--- src/common/ffp_cfg_pkg.sv ---
// ------------------------------
// Feedforward pulser configuration
// Sizing and register map shared
// by the register block and the
// pulse channels
// ------------------------------
package ffp_cfg_pkg;

   // Sizing
   localparam int N_CH      = 4;   // Number of pulser channels
   localparam int LENGTH_WI = 20;  // Pulse length counter width
   localparam int DWI       = 18;  // Signed setpoint and sample width

   // AXI4-Lite bus widths
   localparam int AXIL_AW = 12;
   localparam int AXIL_DW = 32;

   // Register map, byte addresses
   localparam logic [AXIL_AW-1:0] ADDR_CTRL      = 12'h000; // W: start bits, R: busy bits
   localparam logic [AXIL_AW-1:0] ADDR_LENGTH    = 12'h004; // Shared pulse length
   localparam logic [AXIL_AW-1:0] ADDR_SLEW      = 12'h008; // Shared slew limit
   localparam logic [AXIL_AW-1:0] ADDR_SETP_BASE = 12'h100;

   // Channel c owns two words at ADDR_SETP_BASE + 8c
   localparam int SETP_STRIDE = 8;  // x at +0, y at +4

endpackage

--- src/common/ffp_types_pkg.sv ---
// ------------------------------
// Feedforward pulser types
// AXI4-Lite channel bundles and
// per-channel setting and sample
// pairs
// ------------------------------
package ffp_types_pkg;
   import ffp_cfg_pkg::*;

   // Master-driven AXI4-Lite signals
   typedef struct packed {
      logic [AXIL_AW-1:0] awaddr;
      logic               awvalid;
      logic [AXIL_DW-1:0] wdata;
      logic               wvalid;
      logic               bready;
      logic [AXIL_AW-1:0] araddr;
      logic               arvalid;
      logic               rready;
   } axil_req_t;

   // Slave-driven AXI4-Lite signals
   typedef struct packed {
      logic               awready;
      logic               wready;
      logic               bvalid;
      logic [1:0]         bresp;
      logic               arready;
      logic               rvalid;
      logic [AXIL_DW-1:0] rdata;
      logic [1:0]         rresp;
   } axil_rsp_t;

   // Setpoint pair of one channel, I/Q or magnitude/phase
   typedef struct packed {
      logic signed [DWI-1:0] setp_x;
      logic signed [DWI-1:0] setp_y;
   } chan_cfg_t;

   // Output pair of one channel, also used for the summed drive
   typedef struct packed {
      logic signed [DWI-1:0] out_x;
      logic signed [DWI-1:0] out_y;
   } chan_out_t;

endpackage

--- src/ff_pulser/ff_pulser.sv ---
// ------------------------------
// Feedforward pulse channel
// Slew-limited rise, flat top and
// mirrored fall of a setpoint pair
// Busy spans length + 3 cycles
// ------------------------------
module ff_pulser #(
   parameter int LENGTH_WI = 20,
   parameter int DWI       = 18
) (
   input  logic                       clk,
   input  logic                       arst_n,
   input  logic                       start,
   input  logic [LENGTH_WI-1:0]       length,      // Whole pulse, rise and fall included
   input  logic [DWI-2:0]             slew_limit,  // Magnitude step per cycle
   input  ffp_types_pkg::chan_cfg_t   cfg,
   output logic                       busy,
   output ffp_types_pkg::chan_out_t   out
);
   import ffp_types_pkg::*;

   logic                 start_g;
   logic [1:0]           start_sr;       // First two stages of the start delay
   logic                 pulse_on, run, rise_done;
   logic [LENGTH_WI-1:0] run_cnt, rise_cnt;
   logic [DWI-2:0]       tgt_x, tgt_y, mag_x, mag_y;
   logic                 neg_x, neg_y;
   logic                 both_railed, done, falling, stop;
   chan_out_t            out_r;

   // Unsigned magnitude of a signed setpoint
   function automatic logic [DWI-2:0] magnitude(input logic [DWI-1:0] v);
      logic [DWI-1:0] neg;
      neg = -v;
      if (!v[DWI-1])
         return v[DWI-2:0];
      else if (neg[DWI-1])
         return '1;  // Most negative code saturates
      else
         return neg[DWI-2:0];
   endfunction

   // One slew step toward the target, or toward zero on the fall
   function automatic logic [DWI-2:0] step(input logic [DWI-2:0] mag, input logic [DWI-2:0] tgt,
                                           input logic [DWI-2:0] slew, input logic down);
      logic [DWI-1:0] up;
      up = {1'b0, mag} + {1'b0, slew};
      if (down)
         return (mag > slew) ? mag - slew : '0;
      else
         return (up >= {1'b0, tgt}) ? tgt : up[DWI-2:0];
   endfunction

   assign start_g     = start & ~pulse_on;  // Restart ignored while busy
   assign both_railed = (mag_x == tgt_x) && (mag_y == tgt_y);
   assign done        = rise_done | both_railed;
   // Fall begins rise_cnt + 1 cycles before the end so the last step lands on zero
   assign falling = done && ({1'b0, run_cnt} + {1'b0, rise_cnt} + 1'b1 >= {1'b0, length});
   assign stop    = ({1'b0, run_cnt} + (LENGTH_WI+1)'(2)) >= {1'b0, length};

   always_ff @(posedge clk or negedge arst_n) begin
      if (!arst_n) begin
         start_sr  <= '0;
         pulse_on  <= 1'b0;
         run       <= 1'b0;
         run_cnt   <= '0;
         rise_cnt  <= '0;
         rise_done <= 1'b0;
      end else begin
         start_sr <= {start_sr[0], start_g};
         if (start_g) begin
            pulse_on  <= 1'b1;
            run_cnt   <= '0;
            rise_cnt  <= '0;
            rise_done <= 1'b0;
         end
         if (start_sr[1]) run <= 1'b1;  // Ramp starts three cycles after start
         if (run) begin
            run_cnt <= run_cnt + 1'b1;
            if (both_railed)
               rise_done <= 1'b1;
            else if (!rise_done)
               rise_cnt <= rise_cnt + 1'b1;
            if (run_cnt == length) begin
               pulse_on <= 1'b0;
               run      <= 1'b0;
            end
         end
      end
   end

   // Magnitude ramp, both axes stepped together
   always_ff @(posedge clk or negedge arst_n) begin
      if (!arst_n) begin
         tgt_x <= '0;
         tgt_y <= '0;
         neg_x <= 1'b0;
         neg_y <= 1'b0;
         mag_x <= '0;
         mag_y <= '0;
      end else begin
         tgt_x <= magnitude(cfg.setp_x);
         tgt_y <= magnitude(cfg.setp_y);
         neg_x <= cfg.setp_x[DWI-1];
         neg_y <= cfg.setp_y[DWI-1];
         if (!run || stop) begin
            mag_x <= '0;  // Hard end of pulse
            mag_y <= '0;
         end else begin
            mag_x <= step(mag_x, tgt_x, slew_limit, falling);
            mag_y <= step(mag_y, tgt_y, slew_limit, falling);
         end
      end
   end

   // Sign restore, then one more register stage
   always_ff @(posedge clk or negedge arst_n) begin
      if (!arst_n) begin
         out_r <= '0;
         out   <= '0;
      end else begin
         out_r.out_x <= neg_x ? -$signed({1'b0, mag_x}) : $signed({1'b0, mag_x});
         out_r.out_y <= neg_y ? -$signed({1'b0, mag_y}) : $signed({1'b0, mag_y});
         out         <= out_r;
      end
   end

   assign busy = pulse_on;

endmodule

--- src/ffp_combiner.sv ---
// ------------------------------
// Channel combiner
// Sums all channel pairs and
// clamps to the output width
// ------------------------------
module ffp_combiner #(
   parameter int N_CH = 4,
   parameter int DWI  = 18
) (
   input  logic                                clk,
   input  logic                                arst_n,
   input  ffp_types_pkg::chan_out_t [N_CH-1:0] chan_out,
   output ffp_types_pkg::chan_out_t            drive
);
   localparam int SW = DWI + $clog2(N_CH) + 1;  // Headroom for the full sum
   localparam logic signed [SW-1:0] POS_RAIL = SW'((1 <<< (DWI-1)) - 1);
   localparam logic signed [SW-1:0] NEG_RAIL = -POS_RAIL - 1;

   logic signed [SW-1:0] sum_x, sum_y;

   function automatic logic signed [DWI-1:0] clamp(input logic signed [SW-1:0] s);
      if (s > POS_RAIL)
         return POS_RAIL[DWI-1:0];
      else if (s < NEG_RAIL)
         return NEG_RAIL[DWI-1:0];
      else
         return s[DWI-1:0];
   endfunction

   always_comb begin
      sum_x = '0;
      sum_y = '0;
      for (int i = 0; i < N_CH; i++) begin
         sum_x = sum_x + SW'($signed(chan_out[i].out_x));
         sum_y = sum_y + SW'($signed(chan_out[i].out_y));
      end
   end

   always_ff @(posedge clk or negedge arst_n) begin
      if (!arst_n) begin
         drive <= '0;
      end else begin
         drive.out_x <= clamp(sum_x);
         drive.out_y <= clamp(sum_y);
      end
   end

endmodule

--- src/ffp_regs.sv ---
// ------------------------------
// Pulser register block
// AXI4-Lite slave holding shared
// and per-channel settings, start
// pulses and busy readback
// ------------------------------
module ffp_regs #(
   parameter int N_CH      = ffp_cfg_pkg::N_CH,
   parameter int LENGTH_WI = ffp_cfg_pkg::LENGTH_WI,
   parameter int DWI       = ffp_cfg_pkg::DWI
) (
   input  logic                                 clk,
   input  logic                                 arst_n,
   input  ffp_types_pkg::axil_req_t             axil_req,
   input  logic [N_CH-1:0]                      busy,
   output ffp_types_pkg::axil_rsp_t             axil_rsp,
   output logic [LENGTH_WI-1:0]                 length,
   output logic [DWI-2:0]                       slew_limit,
   output ffp_types_pkg::chan_cfg_t [N_CH-1:0]  chan_cfg,
   output logic [N_CH-1:0]                      start
);
   import ffp_cfg_pkg::*;

   logic               awready, wready, bvalid, arready, rvalid;
   logic [AXIL_DW-1:0] rdata, rdata_nxt;
   logic               bus_idle, wr_fire, rd_fire;
   logic [AXIL_AW-1:0] w_off, r_off;

   // Offset into the setpoint window; addresses below the base wrap high and miss
   function automatic logic setp_hit(input logic [AXIL_AW-1:0] off);
      return (off < AXIL_AW'(SETP_STRIDE * N_CH)) && (off[1:0] == 2'b00);
   endfunction

   function automatic logic [AXIL_DW-1:0] sext(input logic [DWI-1:0] v);
      return {{(AXIL_DW-DWI){v[DWI-1]}}, v};
   endfunction

   assign bus_idle = !(awready | arready | bvalid | rvalid);  // One transaction at a time
   assign wr_fire  = awready & wready & axil_req.awvalid & axil_req.wvalid;
   assign rd_fire  = arready & axil_req.arvalid;
   assign w_off    = axil_req.awaddr - ADDR_SETP_BASE;
   assign r_off    = axil_req.araddr - ADDR_SETP_BASE;

   // Read data select
   always_comb begin
      rdata_nxt = '0;  // Unmapped reads return zero
      case (axil_req.araddr)
         ADDR_CTRL:   rdata_nxt = AXIL_DW'(busy);
         ADDR_LENGTH: rdata_nxt = AXIL_DW'(length);
         ADDR_SLEW:   rdata_nxt = AXIL_DW'(slew_limit);
         default: begin
            for (int c = 0; c < N_CH; c++) begin
               if (setp_hit(r_off) && r_off[AXIL_AW-1:3] == (AXIL_AW-3)'(c))
                  rdata_nxt = r_off[2] ? sext(chan_cfg[c].setp_y) : sext(chan_cfg[c].setp_x);
            end
         end
      endcase
   end

   always_ff @(posedge clk or negedge arst_n) begin
      if (!arst_n) begin
         awready    <= 1'b0;
         wready     <= 1'b0;
         arready    <= 1'b0;
         bvalid     <= 1'b0;
         rvalid     <= 1'b0;
         start      <= '0;
         length     <= '0;
         slew_limit <= '0;
         chan_cfg   <= '0;
      end else begin
         start   <= '0;  // Start bits are single-cycle pulses
         awready <= 1'b0;
         wready  <= 1'b0;
         arready <= 1'b0;

         // Write needs both AW and W; it wins over a read in the same cycle
         if (bus_idle && axil_req.awvalid && axil_req.wvalid) begin
            awready <= 1'b1;
            wready  <= 1'b1;
         end else if (bus_idle && axil_req.arvalid) begin
            arready <= 1'b1;
         end

         if (wr_fire) begin
            bvalid <= 1'b1;
            case (axil_req.awaddr)
               ADDR_CTRL:   start      <= axil_req.wdata[N_CH-1:0];
               ADDR_LENGTH: length     <= axil_req.wdata[LENGTH_WI-1:0];
               ADDR_SLEW:   slew_limit <= axil_req.wdata[DWI-2:0];
               default: begin
                  for (int c = 0; c < N_CH; c++) begin
                     if (setp_hit(w_off) && w_off[AXIL_AW-1:3] == (AXIL_AW-3)'(c)) begin
                        if (w_off[2])
                           chan_cfg[c].setp_y <= axil_req.wdata[DWI-1:0];
                        else
                           chan_cfg[c].setp_x <= axil_req.wdata[DWI-1:0];
                     end
                  end
               end
            endcase
         end else if (bvalid && axil_req.bready) begin
            bvalid <= 1'b0;
         end

         if (rd_fire)
            rvalid <= 1'b1;
         else if (rvalid && axil_req.rready)
            rvalid <= 1'b0;
      end
   end

   // Read data holds while rvalid waits for rready
   always_ff @(posedge clk or negedge arst_n) begin
      if (!arst_n)
         rdata <= '0;
      else if (rd_fire)
         rdata <= rdata_nxt;
   end

   assign axil_rsp.awready = awready;
   assign axil_rsp.wready  = wready;
   assign axil_rsp.bvalid  = bvalid;
   assign axil_rsp.bresp   = 2'b00;  // Always OKAY
   assign axil_rsp.arready = arready;
   assign axil_rsp.rvalid  = rvalid;
   assign axil_rsp.rdata   = rdata;
   assign axil_rsp.rresp   = 2'b00;

endmodule

--- src/ffp_top.sv ---
// ------------------------------
// Feedforward pulser top
// Register block, pulse channels
// and output combiner
// ------------------------------
module ffp_top #(
   parameter int N_CH      = ffp_cfg_pkg::N_CH,
   parameter int LENGTH_WI = ffp_cfg_pkg::LENGTH_WI,
   parameter int DWI       = ffp_cfg_pkg::DWI
) (
   input  logic                      clk,
   input  logic                      arst_n,
   input  ffp_types_pkg::axil_req_t  axil_req,
   output ffp_types_pkg::axil_rsp_t  axil_rsp,
   output ffp_types_pkg::chan_out_t  drive,
   output logic [N_CH-1:0]           busy
);
   import ffp_types_pkg::*;

   logic [LENGTH_WI-1:0]   length;
   logic [DWI-2:0]         slew_limit;
   logic [N_CH-1:0]        start;
   chan_cfg_t [N_CH-1:0]   chan_cfg;
   chan_out_t [N_CH-1:0]   chan_out;

   ffp_regs #(.N_CH(N_CH), .LENGTH_WI(LENGTH_WI), .DWI(DWI)) u_regs (
      .clk        (clk),
      .arst_n     (arst_n),
      .axil_req   (axil_req),
      .busy       (busy),
      .axil_rsp   (axil_rsp),
      .length     (length),
      .slew_limit (slew_limit),
      .chan_cfg   (chan_cfg),
      .start      (start)
   );

   for (genvar i = 0; i < N_CH; i++) begin : g_ch
      ff_pulser #(.LENGTH_WI(LENGTH_WI), .DWI(DWI)) u_pulser (
         .clk        (clk),
         .arst_n     (arst_n),
         .start      (start[i]),
         .length     (length),
         .slew_limit (slew_limit),
         .cfg        (chan_cfg[i]),
         .busy       (busy[i]),
         .out        (chan_out[i])
      );
   end

   ffp_combiner #(.N_CH(N_CH), .DWI(DWI)) u_comb (
      .clk      (clk),
      .arst_n   (arst_n),
      .chan_out (chan_out),
      .drive    (drive)
   );

endmodule

--- config.mk ---
export PLATFORM = sky130hd
export DESIGN_NAME = ffp_top
export DESIGN_NICKNAME = d
export VERILOG_FILES = /design/src/common/ffp_cfg_pkg.sv /design/src/common/ffp_types_pkg.sv /design/src/ff_pulser/ff_pulser.sv /design/src/ffp_combiner.sv /design/src/ffp_regs.sv /design/src/ffp_top.sv
export SDC_FILE = /design/constraint.sdc
export NUM_CORES = 2
export LEC_CHECK = 0
export BUFFER_PORTS_ARGS = -buffer_cell sky130_fd_sc_hd__clkbuf_2
export CORE_UTILIZATION = 58
export DETAILED_ROUTE_END_ITERATION = 12
export PLACE_DENSITY = 0.86
export SETUP_SLACK_MARGIN = 0.15
export SYNTH_ARGS = -nofsm -noshare
export SYNTH_HDL_FRONTEND = slang
export SYNTH_SLANG_ARGS = --single-unit
--- constraint.sdc ---
create_clock -name clk -period 5 [get_ports clk]
set_input_delay 1 -clock clk [delete_from_list [all_inputs] [get_ports clk]]
set_output_delay 1 -clock clk [all_outputs]
set_load 0.005 [all_outputs]
==> summary.txt <==
Run status
  – Run status: finished with violations
  – Failing checks: negative setup slack

Logic synthesis
  – Cell with the most instances after synthesis: sky130_fd_sc_hd__dfrtp_1
  – Largest area contributor in the synthesized netlist: sky130_fd_sc_hd__dfrtp_1
  – Count of cell types in the netlist: 109
  – Top cell type's share of synthesized area: 0.345
  – Syn Std Cell Area: 72,200 um^2
  – Mapped Cells: 7,788
  – Total number of yosys warnings: 0
  – Share of async-settable or async-resettable flops after synthesis: 1.00
  – Largest cells by area after synthesis: sky130_fd_sc_hd__dfrtp_1, sky130_fd_sc_hd__ha_1, sky130_fd_sc_hd__xnor2_1
  – EDFF count, synth: 0
  – Most used flip-flop cell after synthesis: sky130_fd_sc_hd__dfrtp_1
  – Avg Inst Size Synth: 9.27 um^2
  – Leading post-synthesis cells by instance count: sky130_fd_sc_hd__dfrtp_1, sky130_fd_sc_hd__ha_1, sky130_fd_sc_hd__nand2_1
  – Total of flip-flops plus latches after synthesis: 994
  – Share of the yosys chip area belonging to registers: 0.345

CTS
  – Number of buffers created by CTS: 106
  – Clock buffer depth: 3
  – Sink Count: 994
  – H-tree Lvls: 3
  – Clock root buffer: sky130_fd_sc_hd__clkbuf_16
  – # hold bufs at CTS: 0
  – Worst skew pair latency: 770 ps
  – Clk slew on worst S/H paths: 60 ps
  – TritonCTS clock tree: built

STA
  – RSZ-0062 raised after global routing: true
  – Final WS setup: -399 ps
  – Fin Clk Skew: 50.9 ps
  – Actual transition at the worst max-transition pin: 1380 ps
  – Relative slew slack: 0.0781
  – Max Clock Freq: 185 MHz
  – Final number of max-transition violations: 0
  – Setup TNS: -12,190 ps
  – Number of endpoints with negative hold slack in the final report: 0
  – Final-report setup violation count: 67
  – Share of the clock period used by the worst path after layout: 1.08
  – Shortest clock period the worst path allows after layout: 5400 ps

Worst setup path
  – Cell depth of the worst flop-to-flop path: 30
  – Worst Setup Path Type: register to register
  – FF-to-FF Start: g_ch[2].u_pulser.out[1]
  – Worst path bufs/invs: 9
  – Critical path endpoint category: register
  – Register-to-Register Setup Slack: -400 ps
  – Element type at the critical path start: register
  – Cell type of the slowest stage on the worst timing path: sky130_fd_sc_hd__fa_1
  – Data arrival time at the worst-slack endpoint: 6000 ps
  – Data required time of the critical path: 5600 ps
  – Highest net fanout along the worst path: 8
  – Terminus of the critical flop-to-flop path: u_comb.drive[2]
  – Gate family responsible for the most delay along the worst path: compound AO/OA/AOI/OAI gates
  – Slowest cell delay on critical path: 530 ps

GRT
  – GR Util All Layers: 0.390
  – Pin count of the biggest net entering global routing: 125
  – Via count of the first global-routing pass: 62,124
  – Global-route wire length before repair: 373,000 um
  – Total congestion overflow after global routing: 0
  – Antenna violations before repair: 17

Cells and area
  – Number of fill cells: 9,119
  – Number of nets in the layout: 8,989
  – Area of all placed cells without fillers: 82,900 um^2
  – Proportion of layout cells with a drive suffix above 1: 0.160
  – Area growth from synthesis to layout: 14.8%

Detailed routing
  – Routed WL: 255,000 um
  – Detail-routed net length per standard cell: 25.9 um
  – Pre-antenna DRT Iters: 8
  – Total via count in the routed design: 65,102
  – DRC errors left: 0
  – Post-route antenna net violation count: 0
  – First DRT Iteration DRCs: 7,913
  – Vias per std cell: 6.61

Hold path
  – Min-Delay Path Class: primary input to asynchronous set/reset pin

Flow run
  – Number of maximum-capacitance constraint violations: 0

Pwr
  – Maximum VDD drop: 0.285 mV
  – Power Density: 208 nW/um^2
  – Leak: 42.5 nW

Floorplanning
  – Initial core utilization: 0.584
  – Die height: 355 um
  – # IOs: 144
  – Total core area: 124,000 um^2
  – Full die area: 126,000 um^2
  – Standard-cell rows: 129
  – Die extent in x: 355 um

Placement
  – Placed inst area: 76,000 um^2
  – Half-perimeter wire length after placement: 183,000 um
  – Number of I/O port buffers: 127
  – Pre-CTS setup slack: -436 ps
  – Routability-driven placement congestion ratio: 1.07
==> registers in the layout, indices dropped and copies added, names as in the netlist, 68 cells and up <==
register and cells:
g_ch.u_pulser.mag_y 68, g_ch.u_pulser.rise_cnt 80, g_ch.u_pulser.out_r 144, g_ch.u_pulser.mag_x 68, g_ch.u_pulser.out 144, g_ch.u_pulser.tgt_x 68, g_ch.u_pulser.tgt_y 68, u_regs.chan_cfg 144
g_ch.u_pulser.run_cnt 80
==> power breakdown <==
part	internal, mW	leakage (nW)	switching, mW
Sequential	8.09	13.8	0.0835
Combinational	0.138	26.9	0.373
Clock	4.89	1.82	3.65
==> cells by family (layout without fill, tap and decap cells) <==
family                   Yosys count  in the layout  share of synthesized area
other                              1             22                  0.0000519
AND/OR/NAND/NOR                 2106           2106                      0.141
buffers and inverters            845           1241                     0.0475
flip-flops                       994            994                      0.345
adder cells (fa/ha/maj)          825            825                      0.149
XOR/XNOR                         859            859                      0.104
multiplexers                     326            326                     0.0498
AO/OA/AOI/OAI                   1832           1835                      0.164
==> layout by cell type (no fill, tap or decap), types with 53 or more instances in the layout <==
cell,Yosys,layout
sky130_fd_sc_hd__o21a_1,63,63
sky130_fd_sc_hd__a21o_1,128,128
sky130_fd_sc_hd__nor2b_1,94,87
sky130_fd_sc_hd__nand2b_1,119,113
sky130_fd_sc_hd__a31oi_1,61,53
sky130_fd_sc_hd__or3_1,65,63
sky130_fd_sc_hd__xor2_1,369,365
sky130_fd_sc_hd__nor2_1,553,540
sky130_fd_sc_hd__dfrtp_1,994,990
sky130_fd_sc_hd__nor3_1,110,103
sky130_fd_sc_hd__o21ai_0,464,418
sky130_fd_sc_hd__clkbuf_16,0,113
sky130_fd_sc_hd__nor4_1,70,69
sky130_fd_sc_hd__mux2i_1,142,138
sky130_fd_sc_hd__inv_1,483,474
sky130_fd_sc_hd__nand4_1,110,110
sky130_fd_sc_hd__xnor2_1,490,482
sky130_fd_sc_hd__clkbuf_2,1,125
sky130_fd_sc_hd__a21oi_1,435,384
sky130_fd_sc_hd__and3_1,73,71
sky130_fd_sc_hd__nand2_1,576,573
sky130_fd_sc_hd__buf_4,42,359
sky130_fd_sc_hd__ha_1,765,750
sky130_fd_sc_hd__o21bai_1,73,69
sky130_fd_sc_hd__mux2_2,175,175
sky130_fd_sc_hd__o31ai_1,113,101
sky130_fd_sc_hd__nand3_1,189,186
==> what timing repair did <==
action / CTS / global route
gates resized for setup: 188 / 269
gates cloned: 7 / 7
setup endpoints to repair: 162 / 172
endpoints found under the hold margin: 0 / 0
pin swaps: 82 / 165
buffers inserted: 66 / 51
==> final cells by class <==
class                   instances  area, um^2  area share
inverters                     487        1830      0.0221
multi-input cells            5955       45900       0.553
repair buffers                557        4490      0.0542
clock buffers                 138        3010      0.0363
clock inverters                59         716     0.00863
well taps                    1637        2050      0.0247
diodes                         18        45.0    0.000543
flip-flops and latches        994       24900       0.300
==> worst max path at each step <==
stage / start / to / slack (ps) / cells past startpoint
CTS: g_ch[0].u_pulser.out[19] / u_comb.drive[33] / -160 / 22
detailed placement: g_ch[2].u_pulser.rise_cnt[1] / g_ch[2].u_pulser.mag_x[13] / -440 / 22
floorplan: u_regs.slew_limit[1] / g_ch[1].u_pulser.mag_x[12] / 140 / 19
global placement: g_ch[2].u_pulser.rise_cnt[1] / g_ch[2].u_pulser.mag_y[16] / -290 / 22
finish: g_ch[2].u_pulser.out[1] / u_comb.drive[2] / -400 / 30
global route: g_ch[2].u_pulser.out[1] / u_comb.drive[2] / -690 / 30
==> per-layer routing <==
metal | GRT usage | routed length, um | vias up | part of all wire
met4 | 0.280 | 22700 | 12 | 0.089
li1 | - | - | 28166 | -
met2 | 0.581 | 109000 | 4364 | 0.43
met1 | 0.488 | 92900 | 31317 | 0.36
met5 | 0 | 86 | - | 0.00034
met3 | 0.109 | 31100 | 1243 | 0.12
==> stage by stage <==
stage / cells / power [mW] / util / hold slack, ps
after floorplan: 7791 / 8.43 / - / 331
after global placement: 9499 / 8.79 / 0.614 / 333
after detailed placement: 9499 / 8.81 / 0.614 / 335
after CTS: 9769 / 17.2 / 0.656 / 287
after global routing: 9829 / 17.6 / 0.670 / 302
final: 9845 / 17.2 / 0.671 / 279
==> worst reg2reg max path: cells and delay by family, from the launching register on <==
kind	cells	cell delay [ps]
xor gates and xnor gates	1	90
DFF	1	340
and+or+nand+nor	1	120
AOI/OAI and AO/OA	15	2330
buffers and inverters	9	960
adders and majority gates	4	1420
Note: power is estimated with default switching activity, not from simulation.
